$ cat config.mk
export PLATFORM = sky130hd
export DESIGN_NAME = attn_tile_top
export DESIGN_NICKNAME = d
export VERILOG_FILES = /design/src/hdl/attn_pkg.sv /design/src/hdl/req_ack_if.sv /design/src/hdl/attn_row_ctrl.sv /design/src/hdl/prob_weight_unit.sv /design/src/hdl/history_rescale_unit.sv /design/src/hdl/row_merge.sv /design/src/hdl/attn_tile_top.sv
export SDC_FILE = /design/constraint.sdc
export NUM_CORES = 2
export LEC_CHECK = 0
export ABC_AREA = 1
export BUFFER_PORTS_ARGS = -buffer_cell sky130_fd_sc_hd__clkbuf_2
export CAP_MARGIN = 20
export CORE_UTILIZATION = 30
export CTS_BUF_LIST = sky130_fd_sc_hd__clkbuf_4 sky130_fd_sc_hd__clkbuf_8
export CTS_CLUSTER_DIAMETER = 80
export DETAILED_ROUTE_END_ITERATION = 8
export PLACE_DENSITY = 0.56
export SLEW_MARGIN = 20
export SYNTH_ARGS = -nofsm -noshare
export SYNTH_HDL_FRONTEND = slang
export SYNTH_SLANG_ARGS = --single-unit
$ cat constraint.sdc
create_clock -name I_CLK -period 23.7 [get_ports I_CLK]
set_input_delay 2.37 -clock I_CLK [delete_from_list [all_inputs] [get_ports I_CLK]]
set_output_delay 2.37 -clock I_CLK [all_outputs]
set_load 0.005 [all_outputs]
$ cat src/hdl/attn_pkg.sv
package attn_pkg;

    //////////////////////////////
    // sizes and constants
    //////////////////////////////
    localparam int N_KEY   = 4;    // keys per tile
    localparam int D_VAL   = 4;    // value columns
    localparam int SCORE_W = 8;
    localparam int VAL_W   = 8;
    localparam int ACC_W   = 24;
    localparam int SUM_W   = 16;
    localparam int WGT_W   = 9;
    localparam int W_ONE   = 256;  // weight at zero gap
    localparam int W_SHIFT = 8;    // fraction bits of a weight
    localparam int GAP_MAX = 8;    // last gap with a nonzero weight

    typedef logic signed [SCORE_W-1:0] score_t;
    typedef logic signed [VAL_W-1:0]   val_t;
    typedef logic signed [ACC_W-1:0]   acc_t;
    typedef logic        [SUM_W-1:0]   sum_t;
    typedef logic        [WGT_W-1:0]   weight_t;

    //////////////////////////////
    // handshake payloads
    //////////////////////////////
    typedef struct packed {
        score_t [N_KEY-1:0]             scores;
        val_t   [N_KEY-1:0][D_VAL-1:0]  values;
        score_t                         m_old;
        sum_t                           l_old;
        acc_t   [D_VAL-1:0]             o_old;
        score_t                         m_new;   // filled in by the max search
    } row_job_t;

    typedef struct packed {
        acc_t [D_VAL-1:0] pv;     // sum of w * v, fraction removed
        sum_t             l_pv;   // sum of the new weights
    } pv_result_t;

    typedef struct packed {
        acc_t [D_VAL-1:0] o_scaled;
        sum_t             l_scaled;
        score_t           m_new;  // job copy, passed on to the merge
    } hist_result_t;

    typedef struct packed {
        score_t           m_new;
        sum_t             l_new;
        acc_t [D_VAL-1:0] o_new;
    } row_out_t;

    // base-2 exponent weight of a non-negative gap
    function automatic weight_t exp_weight(input logic [SCORE_W:0] gap);
        weight_t w;
        if (gap > GAP_MAX) w = '0;
        else w = weight_t'(W_ONE >> gap);
        return w;
    endfunction

endpackage

$ cat src/hdl/req_ack_if.sv
`timescale 1ns/1ps

// four-phase req/ack link, payload held stable while req is high
interface req_ack_if #(
    parameter type payload_t = logic
) ();

    logic     req;
    logic     ack;
    payload_t payload;

    modport initiator (
        output req,
        output payload,
        input  ack
    );

    modport responder (
        input  req,
        input  payload,
        output ack
    );

endinterface

$ cat src/hdl/attn_row_ctrl.sv
`timescale 1ns/1ps

module attn_row_ctrl (
    input  logic                                                   I_CLK,
    input  logic                                                   I_ASYN_RSTN,
    input  logic                                                   i_req,
    output logic                                                   o_ack,
    input  attn_pkg::score_t [attn_pkg::N_KEY-1:0]                 i_scores,
    input  attn_pkg::val_t   [attn_pkg::N_KEY-1:0][attn_pkg::D_VAL-1:0] i_values,
    input  attn_pkg::score_t                                       i_m_old,
    input  attn_pkg::sum_t                                         i_l_old,
    input  attn_pkg::acc_t   [attn_pkg::D_VAL-1:0]                 i_o_old,
    output attn_pkg::row_out_t                                     o_out,
    req_ack_if.initiator                                           job_pv,
    req_ack_if.initiator                                           job_hist,
    req_ack_if.responder                                           res_out
);
    import attn_pkg::*;

    typedef enum logic [2:0] {
        st_idle,
        st_max,
        st_dispatch,
        st_wait,
        st_reply
    } state_t;

    state_t   state;
    row_job_t job_q;     // one job copy feeds both units
    score_t   m_search;

    // largest of old max and all captured scores
    always_comb begin
        m_search = job_q.m_old;
        for (int k = 0; k < N_KEY; k++) begin
            if (job_q.scores[k] > m_search) m_search = job_q.scores[k];
        end
    end

    assign job_pv.payload   = job_q;
    assign job_hist.payload = job_q;

    //////////////////////////////
    // payload registers
    //////////////////////////////
    always_ff @(posedge I_CLK) begin
        if (state == st_idle && i_req) begin
            job_q.scores <= i_scores;
            job_q.values <= i_values;
            job_q.m_old  <= i_m_old;
            job_q.l_old  <= i_l_old;
            job_q.o_old  <= i_o_old;
        end
        if (state == st_max) job_q.m_new <= m_search;
        if (state == st_wait && res_out.req && !res_out.ack) o_out <= res_out.payload;
    end

    //////////////////////////////
    // row FSM
    //////////////////////////////
    always_ff @(posedge I_CLK or negedge I_ASYN_RSTN) begin
        if (!I_ASYN_RSTN) begin
            state        <= st_idle;
            o_ack        <= 1'b0;
            job_pv.req   <= 1'b0;
            job_hist.req <= 1'b0;
            res_out.ack  <= 1'b0;
        end else begin
            if (res_out.ack && !res_out.req) res_out.ack <= 1'b0;   // phase 4
            case (state)
                st_idle: begin
                    if (i_req) state <= st_max;
                end
                st_max: state <= st_dispatch;
                st_dispatch: begin
                    if (!job_pv.req) begin
                        job_pv.req   <= 1'b1;
                        job_hist.req <= 1'b1;
                    end else if (job_pv.ack && job_hist.ack) begin
                        job_pv.req   <= 1'b0;   // both units took the job
                        job_hist.req <= 1'b0;
                        state        <= st_wait;
                    end
                end
                st_wait: begin
                    if (res_out.req && !res_out.ack) begin
                        res_out.ack <= 1'b1;
                        state       <= st_reply;
                    end
                end
                st_reply: begin
                    if (!o_ack) begin
                        o_ack <= 1'b1;
                    end else if (!i_req) begin
                        o_ack <= 1'b0;
                        state <= st_idle;
                    end
                end
                default: state <= st_idle;
            endcase
        end
    end

    a_job_stable: assert property (@(posedge I_CLK) disable iff (!I_ASYN_RSTN)
        $past(job_pv.req) && job_pv.req |-> $stable(job_pv.payload));

    a_ack_needs_req: assert property (@(posedge I_CLK) disable iff (!I_ASYN_RSTN)
        $rose(o_ack) |-> i_req);

endmodule

$ cat src/hdl/prob_weight_unit.sv
`timescale 1ns/1ps

module prob_weight_unit (
    input  logic         I_CLK,
    input  logic         I_ASYN_RSTN,
    req_ack_if.responder job,
    req_ack_if.initiator res
);
    import attn_pkg::*;

    typedef enum logic [1:0] {
        st_idle,
        st_wgt,
        st_acc,
        st_res
    } state_t;

    state_t                   state;
    logic [$clog2(N_KEY)-1:0] key;    // key index of both passes
    logic                     take;
    logic [SCORE_W:0]         gap;
    row_job_t                 job_q;
    weight_t  [N_KEY-1:0]     wgt;
    sum_t                     l_new;
    acc_t     [D_VAL-1:0]     acc;

    assign take = (state == st_idle) && job.req && !job.ack && !res.ack;
    assign gap  = job_q.m_new - job_q.scores[key];   // never negative

    always_comb begin
        res.payload.l_pv = l_new;
        for (int c = 0; c < D_VAL; c++) begin
            res.payload.pv[c] = acc[c] >>> W_SHIFT;
        end
    end

    //////////////////////////////
    // weights, then w * v
    //////////////////////////////
    always_ff @(posedge I_CLK) begin
        if (take) begin
            job_q <= job.payload;
            l_new <= '0;
            acc   <= '0;
        end
        if (state == st_wgt) begin
            wgt[key] <= exp_weight(gap);
            l_new    <= l_new + exp_weight(gap);
        end
        if (state == st_acc) begin
            for (int c = 0; c < D_VAL; c++) begin
                acc[c] <= acc[c] + $signed({1'b0, wgt[key]}) * job_q.values[key][c];
            end
        end
    end

    always_ff @(posedge I_CLK or negedge I_ASYN_RSTN) begin
        if (!I_ASYN_RSTN) begin
            state   <= st_idle;
            key     <= '0;
            job.ack <= 1'b0;
            res.req <= 1'b0;
        end else begin
            if (job.ack && !job.req) job.ack <= 1'b0;
            case (state)
                st_idle: begin
                    if (take) begin
                        job.ack <= 1'b1;   // taken, not finished
                        key     <= '0;
                        state   <= st_wgt;
                    end
                end
                st_wgt: begin
                    key <= key + 1'b1;
                    if (key == N_KEY-1) state <= st_acc;
                end
                st_acc: begin
                    key <= key + 1'b1;
                    if (key == N_KEY-1) begin
                        res.req <= 1'b1;
                        state   <= st_res;
                    end
                end
                st_res: begin
                    if (res.ack) begin
                        res.req <= 1'b0;
                        state   <= st_idle;
                    end
                end
                default: state <= st_idle;
            endcase
        end
    end

    // a new job never lands on an unreturned result
    a_no_overlap: assert property (@(posedge I_CLK) disable iff (!I_ASYN_RSTN)
        job.req |-> !res.req);

endmodule

$ cat src/hdl/history_rescale_unit.sv
`timescale 1ns/1ps

module history_rescale_unit (
    input  logic         I_CLK,
    input  logic         I_ASYN_RSTN,
    req_ack_if.responder job,
    req_ack_if.initiator res
);
    import attn_pkg::*;

    typedef enum logic [1:0] {
        st_idle,
        st_wgt,
        st_scale,
        st_res
    } state_t;

    state_t                        state;
    logic [$clog2(D_VAL)-1:0]      col;
    logic                          take;
    logic [SCORE_W:0]              rise;   // m_new - m_old
    weight_t                       wgt;
    sum_t                          l_old;
    acc_t [D_VAL-1:0]              o_old;
    logic signed [ACC_W+WGT_W:0]   o_prod;
    logic [SUM_W+WGT_W-1:0]        l_prod;
    hist_result_t                  res_q;

    assign take        = (state == st_idle) && job.req && !job.ack && !res.ack;
    assign o_prod      = o_old[col] * $signed({1'b0, wgt});
    assign l_prod      = l_old * wgt;
    assign res.payload = res_q;

    always_ff @(posedge I_CLK) begin
        if (take) begin
            rise        <= job.payload.m_new - job.payload.m_old;
            l_old       <= job.payload.l_old;
            o_old       <= job.payload.o_old;
            res_q.m_new <= job.payload.m_new;
        end
        if (state == st_wgt) wgt <= exp_weight(rise);
        if (state == st_scale) begin
            res_q.o_scaled[col] <= acc_t'(o_prod >>> W_SHIFT);   // one element per cycle
            if (col == 0) res_q.l_scaled <= sum_t'(l_prod >> W_SHIFT);
        end
    end

    always_ff @(posedge I_CLK or negedge I_ASYN_RSTN) begin
        if (!I_ASYN_RSTN) begin
            state   <= st_idle;
            col     <= '0;
            job.ack <= 1'b0;
            res.req <= 1'b0;
        end else begin
            if (job.ack && !job.req) job.ack <= 1'b0;
            case (state)
                st_idle: begin
                    if (take) begin
                        job.ack <= 1'b1;
                        col     <= '0;
                        state   <= st_wgt;
                    end
                end
                st_wgt: state <= st_scale;
                st_scale: begin
                    col <= col + 1'b1;
                    if (col == D_VAL-1) begin
                        res.req <= 1'b1;
                        state   <= st_res;
                    end
                end
                st_res: begin
                    if (res.ack) begin
                        res.req <= 1'b0;
                        state   <= st_idle;
                    end
                end
                default: state <= st_idle;
            endcase
        end
    end

endmodule

$ cat src/hdl/row_merge.sv
`timescale 1ns/1ps

module row_merge (
    input  logic         I_CLK,
    input  logic         I_ASYN_RSTN,
    req_ack_if.responder res_pv,
    req_ack_if.responder res_hist,
    req_ack_if.initiator res_out
);
    import attn_pkg::*;

    typedef enum logic [1:0] {
        st_idle,
        st_out,
        st_rel
    } state_t;

    state_t         state;
    logic           both;
    logic [SUM_W:0] l_wide;   // one carry bit for saturation
    row_out_t       out_q;

    assign both = res_pv.req && res_hist.req && !res_pv.ack && !res_hist.ack && !res_out.ack;
    assign l_wide = res_pv.payload.l_pv + res_hist.payload.l_scaled;
    assign res_out.payload = out_q;

    always_ff @(posedge I_CLK) begin
        if (state == st_idle && both) begin
            out_q.m_new <= res_hist.payload.m_new;
            out_q.l_new <= l_wide[SUM_W] ? '1 : l_wide[SUM_W-1:0];
            for (int c = 0; c < D_VAL; c++) begin
                out_q.o_new[c] <= res_hist.payload.o_scaled[c] + res_pv.payload.pv[c];
            end
        end
    end

    always_ff @(posedge I_CLK or negedge I_ASYN_RSTN) begin
        if (!I_ASYN_RSTN) begin
            state        <= st_idle;
            res_out.req  <= 1'b0;
            res_pv.ack   <= 1'b0;
            res_hist.ack <= 1'b0;
        end else begin
            case (state)
                st_idle: begin
                    if (both) begin
                        res_out.req <= 1'b1;
                        state       <= st_out;
                    end
                end
                st_out: begin
                    if (res_out.ack) begin
                        res_out.req  <= 1'b0;
                        res_pv.ack   <= 1'b1;   // release both units only now
                        res_hist.ack <= 1'b1;
                        state        <= st_rel;
                    end
                end
                st_rel: begin
                    if (!res_pv.req) res_pv.ack <= 1'b0;
                    if (!res_hist.req) res_hist.ack <= 1'b0;
                    if (!res_pv.ack && !res_hist.ack) state <= st_idle;
                end
                default: state <= st_idle;
            endcase
        end
    end

    a_pv_stable: assert property (@(posedge I_CLK) disable iff (!I_ASYN_RSTN)
        $past(res_pv.req) && res_pv.req |-> $stable(res_pv.payload));

    a_hist_stable: assert property (@(posedge I_CLK) disable iff (!I_ASYN_RSTN)
        $past(res_hist.req) && res_hist.req |-> $stable(res_hist.payload));

endmodule

$ cat src/hdl/attn_tile_top.sv
`timescale 1ns/1ps

module attn_tile_top (
    input  logic                                                   I_CLK,
    input  logic                                                   I_ASYN_RSTN,
    input  logic                                                   i_req,
    output logic                                                   o_ack,
    input  attn_pkg::score_t [attn_pkg::N_KEY-1:0]                 i_scores,
    input  attn_pkg::val_t   [attn_pkg::N_KEY-1:0][attn_pkg::D_VAL-1:0] i_values,
    input  attn_pkg::score_t                                       i_m_old,
    input  attn_pkg::sum_t                                         i_l_old,
    input  attn_pkg::acc_t   [attn_pkg::D_VAL-1:0]                 i_o_old,
    output attn_pkg::score_t                                       o_m_new,
    output attn_pkg::sum_t                                         o_l_new,
    output attn_pkg::acc_t   [attn_pkg::D_VAL-1:0]                 o_o_new
);
    import attn_pkg::*;

    row_out_t out_row;   // held while o_ack is high

    //////////////////////////////
    // internal handshakes
    //////////////////////////////
    req_ack_if #(.payload_t(row_job_t))     job_pv   ();
    req_ack_if #(.payload_t(row_job_t))     job_hist ();
    req_ack_if #(.payload_t(pv_result_t))   res_pv   ();
    req_ack_if #(.payload_t(hist_result_t)) res_hist ();
    req_ack_if #(.payload_t(row_out_t))     res_out  ();

    attn_row_ctrl u_ctrl (
        .I_CLK       (I_CLK),
        .I_ASYN_RSTN (I_ASYN_RSTN),
        .i_req       (i_req),
        .o_ack       (o_ack),
        .i_scores    (i_scores),
        .i_values    (i_values),
        .i_m_old     (i_m_old),
        .i_l_old     (i_l_old),
        .i_o_old     (i_o_old),
        .o_out       (out_row),
        .job_pv      (job_pv),
        .job_hist    (job_hist),
        .res_out     (res_out)
    );

    prob_weight_unit u_pv (
        .I_CLK       (I_CLK),
        .I_ASYN_RSTN (I_ASYN_RSTN),
        .job         (job_pv),
        .res         (res_pv)
    );

    history_rescale_unit u_hist (
        .I_CLK       (I_CLK),
        .I_ASYN_RSTN (I_ASYN_RSTN),
        .job         (job_hist),
        .res         (res_hist)
    );

    row_merge u_merge (
        .I_CLK       (I_CLK),
        .I_ASYN_RSTN (I_ASYN_RSTN),
        .res_pv      (res_pv),
        .res_hist    (res_hist),
        .res_out     (res_out)
    );

    assign o_m_new = out_row.m_new;
    assign o_l_new = out_row.l_new;
    assign o_o_new = out_row.o_new;

endmodule

== Yosys cells after proc, flatten, opt, wreduce, memory -nomap -nowiden ==
Cells that the tools add are included.

* Add/sub/neg operators: 14
* $mul: 6
* Magnitude comparators: 10
* Equality and inequality tests: 33
* Shifts and indexed selects: 2
* Mux-type cells: 77
* Reduce and logical (&&, ||, !) cells: 57

{| class="wikitable"
|+ Operator list
! operator !! number
|-
| two-way mux 96 bit || 2
|-
| adder 24 x 16 -> 24 bit || 4
|-
| adder 24 x 18 -> 24 bit || 4
|-
| bitwise mux 96 bit || 1
|-
| multiplier 10 x 8 -> 18 bit || 4
|-
| binary-select mux 32 bit (select 2 bit) || 1
|-
| binary-select mux 24 bit (select 2 bit) || 1
|-
| demux 24 bit (select 2 bit) || 1
|-
| two-way mux 24 bit || 2
|-
| two-way mux 8 bit || 5
|-
| bitwise mux 36 bit || 1
|-
| two-way mux 9 bit || 4
|-
| greater-than comparator 8 bit || 4
|-
| multiplier 24 x 10 -> 32 bit || 1
|-
| two-way mux 16 bit || 2
|-
| two-way mux 32 bit || 1
|-
| multiplier 16 x 9 -> 24 bit || 1
|-
| two-way mux 1 bit || 24
|-
| two-way mux 2 bit || 12
|-
| logical AND 1 bit || 22
|-
| AND reduction 3 bit || 7
|-
| != test 2 bit (second input constant) || 10
|-
| binary-select mux 9 bit (select 2 bit) || 1
|-
| demux 9 bit (select 2 bit) || 1
|-
| 29 further kinds || 83
|}

* Bits in registers: 1118
* Bits of input ports: 283
* Output and inout port bits: 121
* Logic and storage cells: 298

== Logic depth before layout (Yosys ltp) ==
* Depth in word-level cells: 8
* Depth in mapped cells: 49
* Mapped depth without buffers: 48

== Cells and area by module ==
Synthesis repeated with hierarchy kept, for this count alone.

* Cell total of the unflattened synthesis: 7871
* Area, all modules: 77147.7 µm²

{| class="wikitable"
|+ Modules (own cells, without submodules)
! module !! instances !! cells an instance !! area each (µm²) !! sequential area each (µm²)
|-
| prob_weight_unit || 1 || 2992 || 28487.3 || 9639.2
|-
| history_rescale_unit || 1 || 2153 || 20927.6 || 7657.3
|-
| attn_row_ctrl || 1 || 981 || 16153.0 || 12426.9
|-
| row_merge || 1 || 1745 || 11579.9 || 3728.6
|}

== Worst setup path before layout ==
No wires, ideal clock.

* Kind: in2reg
* From: input port i_req
* To: register u_ctrl.job_q (netlist bit u_ctrl.job_hist.payload[100]) (enable)
* Library setup time: 1.264 ns
* Arrival: 21.101 ns
* Required time: 22.436 ns
* Path slack: 1.335 ns
* Stages on the path: 2
* Buffers on the path: 0
* Cells stage by stage: inv_1 -> nor3_1

* Longest elaborated chain between the ends: 1

{| class="wikitable"
|+ Ends and longest elaborated chain
! item !! line !! RTL
|-
| start, declared || attn_tile_top.sv:6 || <nowiki>input logic i_req,</nowiki>
|-
| logical AND 1 bit || attn_row_ctrl.sv:47 || <nowiki>if (state == st_idle && i_req) begin</nowiki>
|-
| end, declared || attn_row_ctrl.sv:29 || <nowiki>row_job_t job_q;</nowiki>
|}

No other way between the ends.
A chain may end at the register's enable or synchronous reset.

== Final worst setup path ==
* From: register u_pv.key[0]
* To: register u_pv.acc (netlist bit u_pv.res.payload[78]), data pin

* Longest elaborated chain between the ends: 5
* Elaborated cells on any way between the ends: 7
* Classes of those cells: 1 x add/sub; 1 x mul; 5 x mux

{| class="wikitable"
|+ Ends and longest elaborated chain
! item !! line !! RTL
|-
| start, declared || prob_weight_unit.sv:19 || <nowiki>logic [$clog2(N_KEY)-1:0] key;</nowiki>
|-
| start signal, assigned || prob_weight_unit.sv:74 || <nowiki>key <= key + 1'b1;</nowiki>
|-
| start signal, assigned || prob_weight_unit.sv:78 || <nowiki>key <= key + 1'b1;</nowiki>
|-
| binary-select mux 9 bit (select 2 bit) or binary-select mux 32 bit (select 2 bit) (tied branches) || prob_weight_unit.sv:52 || <nowiki>acc[c] <= acc[c] + $signed({1'b0, wgt[key]}) * job_q.values[key][c];</nowiki>
|-
| two-way mux 9 bit (not written as such) or two-way mux 32 bit (tied branches) || n/a ||
|-
| multiplier 10 x 8 -> 18 bit (*) || prob_weight_unit.sv:52 ||
|-
| adder 24 x 18 -> 24 bit (*) || prob_weight_unit.sv:52 ||
|-
| two-way mux 96 bit (*) || prob_weight_unit.sv:50 || <nowiki>if (state == st_acc) begin</nowiki>
|-
| end signal, assigned by index || prob_weight_unit.sv:52 ||
|-
| end, declared || prob_weight_unit.sv:25 || <nowiki>acc_t [D_VAL-1:0] acc;</nowiki>
|}

Every way passes the cells marked *; elsewhere a longest branch is shown, timed or not. The select of a mux whose other input is x is not followed.

==> metrics.csv <==
metric;value;unit
Layout Skew;0.0641;ns
WL per Instance;17.4;µm
initial DRC count;2345;
layout filler cell count;22200;
# port buffers;403;
largest net degree at the start of global routing;171;
Yosys reg bits;1118;
IO Count;404;
clock sink count;1118;
Routed Antenna Nets;0;
CTS tree;built;
GPL Wtd Cong;0.858;
root buffer cell;clkbuf_8;
wire length on met1;75000;µm
via count;42800;
wire length on met2;78200;µm
Synth Warn #;0;
CP required;24.38;ns
CTS Buf Count;203;
critical path type;flip-flop to flip-flop;
initial antenna violation count;28;
Rows;173;
post-cts hold buffer count;0;
core area;223000;µm²
nets@finish;7766;
crit-path most repeated cell;nand2_1;
Slowest-stage cell, CP;a32oi_1;
GRT Total Usage;14.8;%
period utilisation layout;35.5;%
initial core utilization;30.2;%
crit path launch type;flip-flop;
FFs w/ async S/R, synth;2.15;%
vias in the first global route;44600;
Distinct cells, synth;51;
layout cells sized above 1;12.4;%
Die Y;476;µm
top_reg_cell synth;edfxtp_1;
Final min period;8.42;ns
Final Hold Vio Count;0;
clock-pin slew on the worst setup and hold paths;0.06;ns
Mean Syn Cell Area;11.4;µm²
worst-path fanout max;60;
sequential area share after synthesis;49.7;%
slowest cell delay on critical path;0.73;ns
crit path DAT;9.10;ns
DRC Markers;0;
first-pass GRT wire length;255000;µm
RSZ-0062 raised after global routing;false;
Vias per Instance;4.48;
measured slew at the worst slew-check pin;1.17;ns
run status;complete, no violations;
max-cap violations;0;
maximum clock insertion buffer count;3;
EDFF count, synth;1094;
Setup-failing EPs final;0;
DR pass1 iterations;5;
worst hold path type;flip-flop to flip-flop;
Synth Cell Area;67300;µm²
final max-slew violation count;0;
hpwl dp;125000;µm
post-synthesis cell count;5880;
Post-CTS Resized;0;
P&R area growth vs syn;14.8;%
fmax;119;MHz
Top Metal Used;met5;
die footprint;226000;µm²
routed wire length;166000;µm
Skew-Pair Late Insertion Delay;0.97;ns
global route overflow;0;
H-tree depth;4;
Slew HR;22.3;%
Post-CTS Setup Bufs;0;
detailed-routed wire length on met3;8160;µm
Die Width;476;µm
CP endpoint kind;flip-flop;
Syn Nets;7253;
Setup Total Neg Slack;0;ns
-- worst max-delay path, delay by kind of cell, from the launching register on --
family | cells | cell delay [ns]
AO/OA/AOI/OAI | 11 | 2.37
adder cells (fa/ha/maj) | 6 | 2.82
buffers and inverters | 4 | 1.19
flip-flops | 1 | 0.62
AND/OR/NAND/NOR | 13 | 1.11
-- cell usage in the layout, fill, tap and decap left out, types with 16 or more instances in the layout --
cell type	Yosys	routed
a21oi_1	318	318
o21a_1	19	19
clkinv_1	0	55
o21ai_1	16	16
fa_1	510	510
nor3_1	28	27
dfrtp_1	24	22
clkbuf_8	0	208
diode_2	0	16
inv_1	1020	1015
o21ai_0	169	169
ha_1	580	579
nand2_1	1023	1022
o21bai_1	23	23
nand4_1	31	31
nor2_1	428	426
a32oi_1	41	33
clkinv_2	0	23
clkbuf_4	0	55
edfxtp_1	1094	1094
xor2_1	127	127
xnor2_1	61	61
buf_4	0	42
clkbuf_2	0	403
nand3_1	119	119
-- routing by layer --
metal | vias up | global-route usage, %
li1 | 20500 | -
met2 | 1023 | 24.5
met4 | 6 | 5.09
met5 | - | 0
met3 | 273 | 2.78
met1 | 21000 | 19.4
-- through the flow --
stage | hold slack (ns) | util, % | cell area [µm²] | std cells | setup WS (ns)
CTS | 0.388 | 34.7 | 77200 | 9535 | 15.24
finish | 0.396 | 34.7 | 77300 | 9552 | 15.28
floorplan | 0.400 | - | 67300 | 5880 | 1.33
detailed placement | 0.405 | 32.8 | 73000 | 9162 | 15.28
global route | 0.404 | 34.7 | 77200 | 9545 | 14.45
global placement | 0.401 | 32.8 | 73000 | 9161 | 15.19
-- flip-flops by register name, indices dropped and copies added, names as in the netlist, 3 cells and up --
signal and flops:
u_pv.res.payload 64, u_ctrl.job_hist.payload 288, u_hist.wgt 9, u_pv.acc 32, u_hist.rise 9, u_pv.job_q 168, u_merge.res_out.payload 120, u_ctrl.state 3
u_hist.l_old 16, u_pv.l_new 16, u_hist.res.payload 120, u_pv.wgt 36, u_ctrl.o_out 120, u_hist.o_old 96
-- cell families after synthesis --
kind of cell	after synthesis	synth area share, %
AND/OR/NAND/NOR	1666	9.86
buffers and inverters	1166	6.51
flip-flops	1118	49.7
adder cells (fa/ha/maj)	1090	26.0
AO/OA/AOI/OAI	652	5.51
XOR/XNOR	188	2.45
-- final cells by class --
class                           count  area [µm²]  area share (%)
Timing Repair Buffer              449        2410            3.12
Clock buffer                      263        3280            4.24
Tap cell                         2975        3720            4.82
Clock inverter                    110         931            1.20
Antenna cell                       16        40.0          0.0518
Sequential cell                  1118       33500            43.3
Multi-Input combinational cell   3596       29600            38.3
Inverter                         1025        3860            4.99
-- Yosys cell counts, types with 28 or more instances --
| cell type | number | share of area, % |
|---|---|---|
| edfxtp_1 | 1094 | 49 |
| nand2_1 | 1023 | 5.7 |
| inv_1 | 1020 | 5.7 |
| ha_1 | 580 | 11 |
| fa_1 | 510 | 15 |
| nor2_1 | 428 | 2.4 |
| a21oi_1 | 318 | 2.4 |
| o21ai_0 | 169 | 1.3 |
| xor2_1 | 127 | 1.7 |
| nand3_1 | 119 | 0.89 |
| clkbuf_1 | 112 | 0.62 |
| xnor2_1 | 61 | 0.79 |
| a32oi_1 | 41 | 0.53 |
| nand4_1 | 31 | 0.29 |
| nor3_1 | 28 | 0.21 |
-- path summary, 6_finish.rpt --
kind                                                        start                            endpoint  slack (ns)  depth (start not counted)
setup / recovery                          u_pv.key[0]$_DFFE_PN0P_  u_pv.res.payload[78]$_SDFFCE_PN0P_       15.28                         34
hold / removal             u_ctrl.job_hist.payload[251]$_DFFE_PP_           u_pv.job_q[251]$_DFFE_PP_        0.40                          0
setup reg to reg                          u_pv.key[0]$_DFFE_PN0P_  u_pv.res.payload[78]$_SDFFCE_PN0P_       15.28                         34
hold reg to reg            u_ctrl.job_hist.payload[251]$_DFFE_PP_           u_pv.job_q[251]$_DFFE_PP_        0.40                          0
max in group asynchronous                             I_ASYN_RSTN             u_pv.key[0]$_DFFE_PN0P_       21.76                          1
min in group asynchronous                             I_ASYN_RSTN         u_ctrl.state[0]$_DFFE_PN0P_        1.44                          1
Power is not shown: default switching activity piles up to over one toggle a cycle in this logic, so the estimate is an artifact.
